[src/logic/graphics_pkg.sv]
package graphics_pkg;

    // Visible frame and full scan
    localparam int frame_width = 16;
    localparam int frame_height = 8;
    localparam int line_total = 20;
    localparam int frame_total_lines = 10;
    localparam int pixel_count = 128;

    typedef logic [7:0] byte_t;
    typedef logic [7:0] operand_count_t;
    typedef logic [7:0] coord_t;
    typedef logic [3:0] pixel_index_t;

    // Row times 16 plus column
    typedef logic [6:0] pixel_address_t;

    localparam byte_t op_assign_color = 8'h11;
    localparam byte_t op_draw_sprite = 8'h12;
    localparam byte_t op_switch_buffer = 8'h14;

    typedef struct packed {
        logic [3:0] y;
        logic [2:0] cb;
        logic [2:0] cr;
    } yuv_color_t;

    typedef struct packed {
        logic enable;
        pixel_index_t index;
        yuv_color_t color;
    } palette_write_t;

    typedef struct packed {
        logic enable;
        pixel_address_t address;
        pixel_index_t index;
    } pixel_write_t;

    // bits_per_pixel holds log2 of the pixel width: 0, 1 or 2
    typedef struct packed {
        coord_t x;
        coord_t y;
        coord_t width;
        logic [1:0] bits_per_pixel;
        pixel_index_t palette_offset;
    } sprite_config_t;

endpackage

[src/logic/command_decoder.sv]
`timescale 1ns/100ps

module command_decoder (
    input logic display_clock_in,
    input logic display_reset_n_in,
    input graphics_pkg::byte_t op_code_in,
    input logic op_code_valid_in,
    input graphics_pkg::byte_t operand_in,
    input logic operand_valid_in,
    input graphics_pkg::operand_count_t operand_count_in,
    output graphics_pkg::palette_write_t palette_write,
    output graphics_pkg::sprite_config_t sprite_config,
    output logic sprite_start,
    output graphics_pkg::byte_t sprite_data,
    output logic sprite_data_valid,
    output logic swap_request
);

    logic op_code_valid_q;
    logic assign_strobe;
    logic sprite_strobe;
    logic palette_enable;
    graphics_pkg::pixel_index_t palette_index;
    graphics_pkg::yuv_color_t palette_color;
    logic [1:0] bpp_code;

    assign assign_strobe = op_code_valid_in && operand_valid_in &&
                           op_code_in == graphics_pkg::op_assign_color;
    assign sprite_strobe = op_code_valid_in && operand_valid_in &&
                           op_code_in == graphics_pkg::op_draw_sprite;

    // Color count to pixel width
    always_comb begin
        case (operand_in)
            8'd4: bpp_code = 2'd1;
            8'd16: bpp_code = 2'd2;
            default: bpp_code = 2'd0;
        endcase
    end

    always_ff @(posedge display_clock_in) begin
        if (!display_reset_n_in) begin
            op_code_valid_q <= 1'b0;
            palette_enable <= 1'b0;
            sprite_start <= 1'b0;
            sprite_data_valid <= 1'b0;
            swap_request <= 1'b0;
        end else begin
            op_code_valid_q <= op_code_valid_in;
            palette_enable <= assign_strobe && operand_count_in == 8'd4;
            sprite_start <= sprite_strobe && operand_count_in == 8'd5;
            sprite_data_valid <= sprite_strobe && operand_count_in > 8'd5;
            swap_request <= op_code_valid_in && !op_code_valid_q &&
                            op_code_in == graphics_pkg::op_switch_buffer;
        end
    end

    // Partial palette entry and sprite setup, held across strobes
    always_ff @(posedge display_clock_in) begin
        if (assign_strobe) begin
            case (operand_count_in)
                8'd1: palette_index <= operand_in[3:0];
                8'd2: palette_color.y <= operand_in[7:4];
                8'd3: palette_color.cb <= operand_in[7:5];
                8'd4: palette_color.cr <= operand_in[7:5];
                default: ;
            endcase
        end
        if (sprite_strobe) begin
            case (operand_count_in)
                8'd1: sprite_config.x <= operand_in;
                8'd2: sprite_config.y <= operand_in;
                8'd3: sprite_config.width <= operand_in;
                8'd4: sprite_config.bits_per_pixel <= bpp_code;
                8'd5: sprite_config.palette_offset <= operand_in[3:0];
                default: ;
            endcase
        end
        if (sprite_strobe && operand_count_in > 8'd5) begin
            sprite_data <= operand_in;
        end
    end

    assign palette_write = '{enable: palette_enable, index: palette_index, color: palette_color};

    operand_inside_command: assert property (
        @(posedge display_clock_in) disable iff (!display_reset_n_in)
        operand_valid_in |-> op_code_valid_in
    );

endmodule

[src/logic/sprite_engine.sv]
`timescale 1ns/100ps

module sprite_engine (
    input logic display_clock_in,
    input logic display_reset_n_in,
    input graphics_pkg::sprite_config_t sprite_config,
    input logic sprite_start,
    input graphics_pkg::byte_t sprite_data,
    input logic sprite_data_valid,
    output graphics_pkg::pixel_write_t pixel_write,
    output logic busy
);

    graphics_pkg::byte_t data_shift;
    logic [3:0] remaining;
    graphics_pkg::coord_t cursor_x;
    graphics_pkg::coord_t cursor_y;
    graphics_pkg::pixel_index_t raw;
    logic [3:0] step;
    logic last_column;
    logic in_frame;

    assign busy = remaining != 4'd0;
    assign step = 4'd1 << sprite_config.bits_per_pixel;
    assign last_column = cursor_x == sprite_config.x + sprite_config.width - 8'd1;
    assign in_frame = cursor_x < graphics_pkg::coord_t'(graphics_pkg::frame_width) &&
                      cursor_y < graphics_pkg::coord_t'(graphics_pkg::frame_height);

    // Top bits of the byte are the next pixel
    always_comb begin
        case (sprite_config.bits_per_pixel)
            2'd1: raw = {2'b00, data_shift[7:6]};
            2'd2: raw = data_shift[7:4];
            default: raw = {3'b000, data_shift[7]};
        endcase
    end

    always_ff @(posedge display_clock_in) begin
        if (!display_reset_n_in) begin
            remaining <= 4'd0;
            cursor_x <= '0;
            cursor_y <= '0;
        end else begin
            if (sprite_data_valid) begin
                remaining <= 4'd8 >> sprite_config.bits_per_pixel;
            end else if (busy) begin
                remaining <= remaining - 4'd1;
            end
            if (sprite_start) begin
                cursor_x <= sprite_config.x;
                cursor_y <= sprite_config.y;
            end else if (busy && last_column) begin
                cursor_x <= sprite_config.x;
                cursor_y <= cursor_y + 8'd1;
            end else if (busy) begin
                cursor_x <= cursor_x + 8'd1;
            end
        end
    end

    always_ff @(posedge display_clock_in) begin
        if (sprite_data_valid) begin
            data_shift <= sprite_data;
        end else if (busy) begin
            data_shift <= data_shift << step;
        end
    end

    // Clipped pixels still advance the cursor
    assign pixel_write.enable = busy && in_frame;
    assign pixel_write.address = {cursor_y[2:0], cursor_x[3:0]};
    assign pixel_write.index = raw + sprite_config.palette_offset;

    data_while_idle: assert property (
        @(posedge display_clock_in) disable iff (!display_reset_n_in)
        sprite_data_valid |-> !busy
    );

endmodule

[src/logic/frame_buffers.sv]
`timescale 1ns/100ps

module frame_buffers (
    input logic display_clock_in,
    input logic display_reset_n_in,
    input graphics_pkg::pixel_write_t pixel_write,
    input graphics_pkg::pixel_address_t read_address,
    input logic swap_request,
    input logic frame_end,
    output graphics_pkg::pixel_index_t read_index
);

    graphics_pkg::pixel_index_t buffer_a [graphics_pkg::pixel_count] = '{default: '0};
    graphics_pkg::pixel_index_t buffer_b [graphics_pkg::pixel_count] = '{default: '0};

    // Low shows buffer_a
    logic front_select;
    logic swap_pending;

    always_ff @(posedge display_clock_in) begin
        if (!display_reset_n_in) begin
            front_select <= 1'b0;
            swap_pending <= 1'b0;
        end else if (frame_end && swap_pending) begin
            front_select <= !front_select;
            swap_pending <= swap_request;
        end else if (swap_request) begin
            swap_pending <= 1'b1;
        end
    end

    // Sprite writes land in the back buffer
    always_ff @(posedge display_clock_in) begin
        if (pixel_write.enable && front_select) begin
            buffer_a[pixel_write.address] <= pixel_write.index;
        end
        if (pixel_write.enable && !front_select) begin
            buffer_b[pixel_write.address] <= pixel_write.index;
        end
    end

    always_ff @(posedge display_clock_in) begin
        if (front_select) begin
            read_index <= buffer_b[read_address];
        end else begin
            read_index <= buffer_a[read_address];
        end
    end

endmodule

[src/logic/color_palette.sv]
`timescale 1ns/100ps

module color_palette (
    input logic display_clock_in,
    input logic display_reset_n_in,
    input graphics_pkg::palette_write_t palette_write,
    input graphics_pkg::pixel_index_t read_index,
    output graphics_pkg::yuv_color_t color
);

    graphics_pkg::yuv_color_t entries [2 ** $bits(graphics_pkg::pixel_index_t)];

    // All entries black out of reset
    always_ff @(posedge display_clock_in) begin
        if (!display_reset_n_in) begin
            for (int i = 0; i < $size(entries); i++) begin
                entries[i] <= '0;
            end
        end else if (palette_write.enable) begin
            entries[palette_write.index] <= palette_write.color;
        end
    end

    // Registered lookup
    always_ff @(posedge display_clock_in) begin
        color <= entries[read_index];
    end

endmodule

[src/logic/display_timing.sv]
`timescale 1ns/100ps

module display_timing (
    input logic display_clock_in,
    input logic display_reset_n_in,
    input graphics_pkg::yuv_color_t color,
    output graphics_pkg::pixel_address_t read_address,
    output logic frame_end,
    output logic display_hsync_out,
    output logic display_vsync_out,
    output logic [3:0] display_y_out,
    output logic [2:0] display_cb_out,
    output logic [2:0] display_cr_out
);

    typedef enum logic [1:0] {active, horizontal_blank, vertical_blank} sync_state_t;

    typedef struct packed {
        logic active;
        logic hsync;
        logic vsync;
    } scan_flags_t;

    graphics_pkg::coord_t h_count;
    graphics_pkg::coord_t v_count;
    sync_state_t sync_state;
    scan_flags_t flags;
    scan_flags_t flags_d1;
    scan_flags_t flags_d2;

    always_ff @(posedge display_clock_in) begin
        if (!display_reset_n_in) begin
            h_count <= '0;
            v_count <= '0;
        end else if (h_count == graphics_pkg::coord_t'(graphics_pkg::line_total - 1)) begin
            h_count <= '0;
            if (v_count == graphics_pkg::coord_t'(graphics_pkg::frame_total_lines - 1)) begin
                v_count <= '0;
            end else begin
                v_count <= v_count + 8'd1;
            end
        end else begin
            h_count <= h_count + 8'd1;
        end
    end

    always_comb begin
        if (v_count >= graphics_pkg::coord_t'(graphics_pkg::frame_height)) begin
            sync_state = vertical_blank;
        end else if (h_count >= graphics_pkg::coord_t'(graphics_pkg::frame_width)) begin
            sync_state = horizontal_blank;
        end else begin
            sync_state = active;
        end
    end

    assign read_address = {v_count[2:0], h_count[3:0]};
    assign frame_end = h_count == 8'd0 &&
                       v_count == graphics_pkg::coord_t'(graphics_pkg::frame_height);

    // hsync keeps running through vertical blank
    assign flags.active = sync_state == active;
    assign flags.hsync = h_count >= graphics_pkg::coord_t'(graphics_pkg::frame_width);
    assign flags.vsync = sync_state == vertical_blank;

    // Two stages match the buffer and palette reads
    always_ff @(posedge display_clock_in) begin
        if (!display_reset_n_in) begin
            flags_d1 <= '0;
            flags_d2 <= '0;
            display_hsync_out <= 1'b0;
            display_vsync_out <= 1'b0;
            display_y_out <= '0;
            display_cb_out <= '0;
            display_cr_out <= '0;
        end else begin
            flags_d1 <= flags;
            flags_d2 <= flags_d1;
            display_hsync_out <= flags_d2.hsync;
            display_vsync_out <= flags_d2.vsync;
            display_y_out <= flags_d2.active ? color.y : 4'd0;
            display_cb_out <= flags_d2.active ? color.cb : 3'd0;
            display_cr_out <= flags_d2.active ? color.cr : 3'd0;
        end
    end

    // vsync only moves where a new line starts
    vsync_at_line_start: assert property (
        @(posedge display_clock_in) disable iff (!display_reset_n_in)
        $changed(display_vsync_out) |-> $fell(display_hsync_out)
    );

endmodule

[src/logic/graphics.sv]
`timescale 1ns/100ps

module graphics (
    input logic display_clock_in,
    input logic display_reset_n_in,
    input graphics_pkg::byte_t op_code_in,
    input logic op_code_valid_in,
    input graphics_pkg::byte_t operand_in,
    input logic operand_valid_in,
    input graphics_pkg::operand_count_t operand_count_in,
    output logic display_hsync_out,
    output logic display_vsync_out,
    output logic [3:0] display_y_out,
    output logic [2:0] display_cb_out,
    output logic [2:0] display_cr_out
);

    graphics_pkg::palette_write_t palette_write;
    graphics_pkg::sprite_config_t sprite_config;
    logic sprite_start;
    graphics_pkg::byte_t sprite_data;
    logic sprite_data_valid;
    logic swap_request;
    graphics_pkg::pixel_write_t pixel_write;
    graphics_pkg::pixel_address_t read_address;
    graphics_pkg::pixel_index_t read_index;
    graphics_pkg::yuv_color_t color;
    logic frame_end;

    command_decoder i_command_decoder (.*);

    sprite_engine i_sprite_engine (
        .display_clock_in,
        .display_reset_n_in,
        .sprite_config,
        .sprite_start,
        .sprite_data,
        .sprite_data_valid,
        .pixel_write,
        .busy()
    );

    frame_buffers i_frame_buffers (.*);

    color_palette i_color_palette (.*);

    display_timing i_display_timing (.*);

endmodule

[config.mk]
export PLATFORM = sky130hd
export DESIGN_NAME = graphics
export DESIGN_NICKNAME = d
export VERILOG_FILES = /design/src/logic/graphics_pkg.sv /design/src/logic/command_decoder.sv /design/src/logic/sprite_engine.sv /design/src/logic/frame_buffers.sv /design/src/logic/color_palette.sv /design/src/logic/display_timing.sv /design/src/logic/graphics.sv
export SDC_FILE = /design/constraint.sdc
export NUM_CORES = 2
export LEC_CHECK = 0
export ABC_CLOCK_PERIOD_IN_PS = 14400
export BUFFER_PORTS_ARGS = -buffer_cell sky130_fd_sc_hd__buf_2
export CAP_MARGIN = 20
export CORE_UTILIZATION = 54
export DETAILED_ROUTE_END_ITERATION = 6
export PLACE_DENSITY = 0.75
export SETUP_SLACK_MARGIN = 0.5
export SLEW_MARGIN = 20
export SYNTH_ARGS = -nofsm -noshare
export SYNTH_HDL_FRONTEND = slang
export SYNTH_SLANG_ARGS = --single-unit
[constraint.sdc]
create_clock -name display_clock_in -period 14.4 [get_ports display_clock_in]
set_input_delay 0.72 -clock display_clock_in [delete_from_list [all_inputs] [get_ports display_clock_in]]
set_output_delay 0.72 -clock display_clock_in [all_outputs]
set_load 0.05 [all_outputs]
# [Word-level counts from Yosys, hierarchy flattened]
# Memory sizes are Yosys's and may differ from the RTL's.
# Cells that the tools add are included.
[totals] regBits=295 ramBits=1024 in_bits=28 out_inout_bits=12 word_cells=190 memories=2
[classes] n_addsub=8 order_cmp=8 n_eq_ne=17 n_shift=3 mux=27 bitwise_logic=3 reduce_logical=36
[memory_table] name="i_frame_buffers.buffer_a" depth=128 width=4 read_ports=1 rd_clocked_by_memory_dff=0 write_ports=1 line_no="frame_buffers.sv:13" text="graphics_pkg::pixel_index_t buffer_a [graphics_pkg::pixel_count] = '{default: '0};"
[memory_table] name="i_frame_buffers.buffer_b" depth=128 width=4 read_ports=1 rd_clocked_by_memory_dff=0 write_ports=1 line_no="frame_buffers.sv:14" text="graphics_pkg::pixel_index_t buffer_b [graphics_pkg::pixel_count] = '{default: '0};"
[op_table] operator="160-bit bitwise mux" count=1
[op_table] operator="8-bit two-way mux" count=8
[op_table] operator="10-bit binary-select mux with 4-bit select" count=1
[op_table] operator="10-bit demux with 4-bit select" count=1
[op_table] operator="8-bit by 5-bit == test with 1-bit output (second input constant)" count=5
[op_table] operator="8-bit by 1-bit adder with 8-bit output (second input constant)" count=4
[op_table] operator="10-bit two-way mux" count=3
[op_table] operator="8-bit by 3-bit == test with 1-bit output (second input constant)" count=3
[op_table] operator="2-bit AND reduction" count=10
[op_table] operator="8-bit by 2-bit == test with 1-bit output (second input constant)" count=2
[op_table] operator="8-bit by 4-bit == test with 1-bit output (second input constant)" count=2
[op_table] operator="1-bit logical AND" count=16
[op_table] operator="4-bit two-way mux" count=3
[op_table] operator="5-bit >= comparator (second input constant)" count=2
[op_table] operator="4-bit inverter with 5-bit output" count=2
[op_table] operator="8-bit adder" count=1
[op_table] operator="8-bit by 1-bit == test with 1-bit output (second input constant)" count=1
[op_table] operator="8-bit == test" count=1
[op_table] operator="8-bit by 4-bit >= comparator with 1-bit output (second input constant)" count=1
[op_table] operator="8-bit by 5-bit >= comparator with 1-bit output (second input constant)" count=1
[op_table] operator="8-bit by 3-bit > comparator with 1-bit output (second input constant)" count=1
[op_table] operator="8-bit logical NOT" count=1
[op_table] operator="8-bit by 4-bit < comparator with 1-bit output (second input constant)" count=1
[op_table] operator="8-bit by 5-bit < comparator with 1-bit output (second input constant)" count=1
[op_table] operator="other kinds (20)" count=30

# [Longest topological paths before layout]
[logic_depth] depth_word=6 depth_mapped=13 mapped_depth_nobuf=12

# [By module]
# From an unflattened synthesis, not the netlist that was laid out.
[hier_totals] hier_cells=3483 hier_area_um2=54519.8
[by_module_without_submodules] module="frame_buffers" n_inst=1 cells_per_inst=2050 area_each_um2=40550.1
[by_module_without_submodules] module="color_palette" n_inst=1 cells_per_inst=866 area_each_um2=8049.0
[by_module_without_submodules] module="sprite_engine" n_inst=1 cells_per_inst=322 area_each_um2=2597.5
[by_module_without_submodules] module="command_decoder" n_inst=1 cells_per_inst=98 area_each_um2=1930.6
[by_module_without_submodules] module="display_timing" n_inst=1 cells_per_inst=147 area_each_um2=1392.6

# [Worst setup path after synthesis]
# Ideal clock, no wire load.
[synth_path] path_kind="flip-flop to flip-flop" startpoint="reg i_command_decoder.sprite_config[5] (netlist name)" endpoint="mem i_frame_buffers.buffer_a[0][2] (netlist name) (data pin)" t_arrival_ns=9.123 required_time_ns=12.751 path_slack_ns=3.628 stages_incl_launch_ff=10 n_path_buf=1 cell_sequence="edfxtp_1 > inv_1 > ha_1 > clkbuf_1 > a22oi_1 > a21oi_1 > ha_1 > inv_1 > fa_1 > xnor2_1"
[synth_lines] item="to (decl)" line_no="frame_buffers.sv:13"

# [Worst setup path in the final report]
[layout_path] startpoint="reg i_display_timing.h_count[0]" endpoint="reg i_frame_buffers.read_index[2]"
[layout_between] elab_chain_cells=2 elab_cells_between_ends=3 classes_between="mux (1); memory (2)"
[layout_lines] item="from (decl)" line_no="display_timing.sv:24" text="graphics_pkg::coord_t h_count;"
[layout_lines] item="from (signal assigned)" line_no="display_timing.sv:43" text="h_count <= h_count + 8'd1;"
[layout_lines] item="memory read 128 x 4 bit, on equally long branches"
[layout_lines] item="4-bit two-way mux (*)" line_no="frame_buffers.sv:43" text="if (front_select) begin"
[layout_lines] item="to (signal assigned)" line_no="frame_buffers.sv:44" text="read_index <= buffer_b[read_address];"
[layout_lines] item="to (signal assigned)" line_no="frame_buffers.sv:46" text="read_index <= buffer_a[read_address];"
[layout_lines] item="to (decl)" line_no="frame_buffers.sv:10" text="output graphics_pkg::pixel_index_t read_index"
# Mark *: on every way between the ends. The rest lies on a longest branch, timed or not.
# A chain may end at the register's enable or synchronous reset.

==> results_dict.tcl <==
set metrics [dict create \
    synth_nets 3203 \
    yosysUniqueCellTypes 64 \
    maxSlewViolCount 0 \
    cts_tree "built" \
    ys_async_sr_fraction_pct 0 \
    place_inst 4314 \
    crit_required_ns 15.01 \
    groute.usage.overall_pct 24.9 \
    insertedDiodeCount 0 \
    min_period_ns 4.85 \
    synth_flop_cell "edfxtp_1" \
    p_leak_nw 18.7 \
    synth_seq_cells 1319 \
    via_count 29136 \
    finClkSkew_ns 0.0383 \
    power_density_nw_per_um2 143 \
    htree_levels 4 \
    die_y_um 315 \
    dieWidth_um 315 \
    nets 3231 \
    dpl.hpwl_um 72200 \
    crit_fanout 121 \
    area.growth.synth_to_final_pct 10.3 \
    wl_um 122000 \
    route.detailed.drc 2 \
    drive_gt1_share_pct 17.7 \
    postRouteAntennaNets 0 \
    syn_area_per_cell_um2 16.8 \
    synth_most_common_cell "edfxtp_1" \
    synth-edff-count 1084 \
    worstHoldPathType "in -> reg" \
    cp_slowest_cell "buf_4" \
    startpoint_type "flip-flop" \
    cts_num_sinks 1319 \
    finalSetupTns_ns 0 \
    synthTopCellsByArea "edfxtp_1 62%, mux4_2 12%, dfxtp_1 8.9%" \
    root_buffer "clkbuf_16" \
    final_cells 4547 \
    worstPathArrival_ns 5.46 \
    status "finished with violations" \
    hold_violations 0 \
    grt_setup_unrepaired "false" \
    boundaryPins 40 \
    syn_area_um2 52800 \
    grt_pass1_wl_um 184000 \
    post_cts_buffers 0 \
    clk_pin_slew_ns 0.06 \
    grt_overflow 0 \
    first_pass_iters 7 \
    setup_viol 0 \
    clk_latency_ns 0.75 \
    cts_resized 0 \
    cts_inserted_buffers 132 \
    violations "design-rule violations" \
    ys_seq_area_share_pct 70.5 \
    initial_core_util_pct 54.6 \
    hold_buffers 0 \
    wl_per_cell_um 26.8 \
    crit_type "reg -> reg" \
    yosysTopAreaCell "edfxtp_1" \
    synth_warnings 0 \
    routabilityCongestion 0.857 \
    ir_worst_vdd_mv 0.149 \
    period_share_pct 33.7 \
    syn_inst 3145 \
    synth_top_area_share_pct 61.6 \
    worst_slew_pin_slew_ns 1.18 \
    numPortBuffers 39 \
    antenna_found_initial 0 \
    fmaxAchievable_ghz 0.206 \
    design.core.area_um2 96900 \
    drv_cap 0 \
    max-slew-margin-rel_pct 21.1 \
    design.die.area_um2 99100 \
    std_cell_rows 114 \
    grt_pass1_vias 29634 \
    yosys-top-cells-count "1,084 x edfxtp_1, 484 x nor2_1, 280 x mux4_2, 235 x dfxtp_1, 234 x mux2i_1" \
    endpoint_kind "flip-flop" \
    drt_iter0_markers 3415 \
    cts_buffer_depth 3 \
    cp_cell_sequence "buf_4, buf_12, mux4_2, a22o_1, a221oi_1, o22ai_1, a211oi_1, o32ai_1" \
    cpPeakStageDelay_ns 0.84 \
    avgViaCountPerCell 6.41 \
    grt_max_degree 257 \
]
==> final timing paths <==
kind	startpoint	endpoint	slack, ns	cells after the start
hold reg to reg	i_display_timing.flags_d1[1]	i_display_timing.flags_d2[1]	0.43	1
setup / recovery	i_display_timing.h_count[0]	i_frame_buffers.read_index[2]	9.55	8
setup reg to reg	i_display_timing.h_count[0]	i_frame_buffers.read_index[2]	9.55	8
hold / removal	op_code_valid_in	i_command_decoder.op_code_valid_q	0.24	2
==> registers in the layout, indices dropped and copies added, names as in the netlist, 4 cells and up <==
signal	count
i_command_decoder.sprite_data	8
i_frame_buffers.buffer_b	512
i_command_decoder.palette_write	10
i_command_decoder.sprite_config	30
i_sprite_engine.remaining	4
i_display_timing.v_count	8
i_display_timing.display_y_out	4
i_frame_buffers.buffer_a	512
i_color_palette.entries	160
i_command_decoder.palette_index	4
i_sprite_engine.cursor_x	8
i_color_palette.color	10
i_sprite_engine.data_shift	8
i_frame_buffers.read_index	4
i_sprite_engine.cursor_y	8
i_display_timing.h_count	8
==> worst max-delay path, delay by kind of cell, from the launching register on <==
kind	cells	cell delay, ns
compound gates	5	1.57
mux	1	0.60
flops	1	0.77
buf+inv	2	1.53
==> layout make-up <==
class	instances	area, um^2
Timing Repair Buffer	91	663
Fill cell	6742	38600
Sequential cell	1319	37300
Clock inverter	59	507
Multi-Input combinational cell	1585	14500
Inverter	44	173
Tap cell	1276	1600
Clock buffer	173	3570
==> per-layer routing <==
metal	vias to the layer above	track usage (%)	part of all wire [%]
met2	1739	40.0	49
met3	320	5.32	9.8
met1	14779	33.5	38
met4	0	9.62	3.7
met5	-	0	0
li1	12298	-	-
==> power breakdown <==
| group | total [mW] | switching, mW | internal [mW] |
|---|---|---|---|
| logic | 0.696 | 0.485 | 0.211 |
| clock network | 3.26 | 1.41 | 1.86 |
| registers | 4.36 | 0.0399 | 4.32 |
==> per-stage QoR <==
stage | power [mW] | util (%) | setup slack, ns | hold slack [ns] | cell area [um^2]
4_1_cts | 8.35 | 60.1 | 9.48 | 0.206 | 58200
3_3_place_gp | 5.10 | 55.9 | 9.58 | 0.424 | 54100
6_report | 8.32 | 60.1 | 9.55 | 0.243 | 58300
5_1_grt | 8.54 | 60.1 | 9.30 | 0.262 | 58300
2_1_floorplan | 4.91 | - | 3.63 | 0.412 | 52800
3_5_place_dp | 5.13 | 55.9 | 9.50 | 0.423 | 54100
==> kinds of logic after synthesis <==
family	Yosys count	synth area share [%]
XOR/XNOR	43	0.713
multiplexers	517	16.4
AND/OR/NAND/NOR	736	5.99
flip-flops	1319	70.5
AO/OA/AOI/OAI	259	3.39
adder cells (fa/ha/maj)	30	0.739
buffers and inverters	241	2.22
==> placed cells by master, fill, tap and decap left out, types with 26 or more instances in the layout <==
| master | instances |
|---|---|
| dfxtp_1 | 229 |
| inv_1 | 41 |
| buf_2 | 39 |
| o21ai_0 | 29 |
| a21oi_1 | 52 |
| edfxtp_1 | 1084 |
| clkbuf_1 | 32 |
| nand2_1 | 85 |
| clkbuf_16 | 134 |
| buf_4 | 45 |
| nand3_1 | 36 |
| mux4_2 | 280 |
| o22ai_1 | 28 |
| ha_1 | 27 |
| xnor2_1 | 26 |
| a22oi_1 | 32 |
| mux2i_1 | 234 |
| nor2_1 | 480 |
| a211oi_1 | 27 |
| a22o_1 | 30 |
Power figures use the tool's default switching activity.
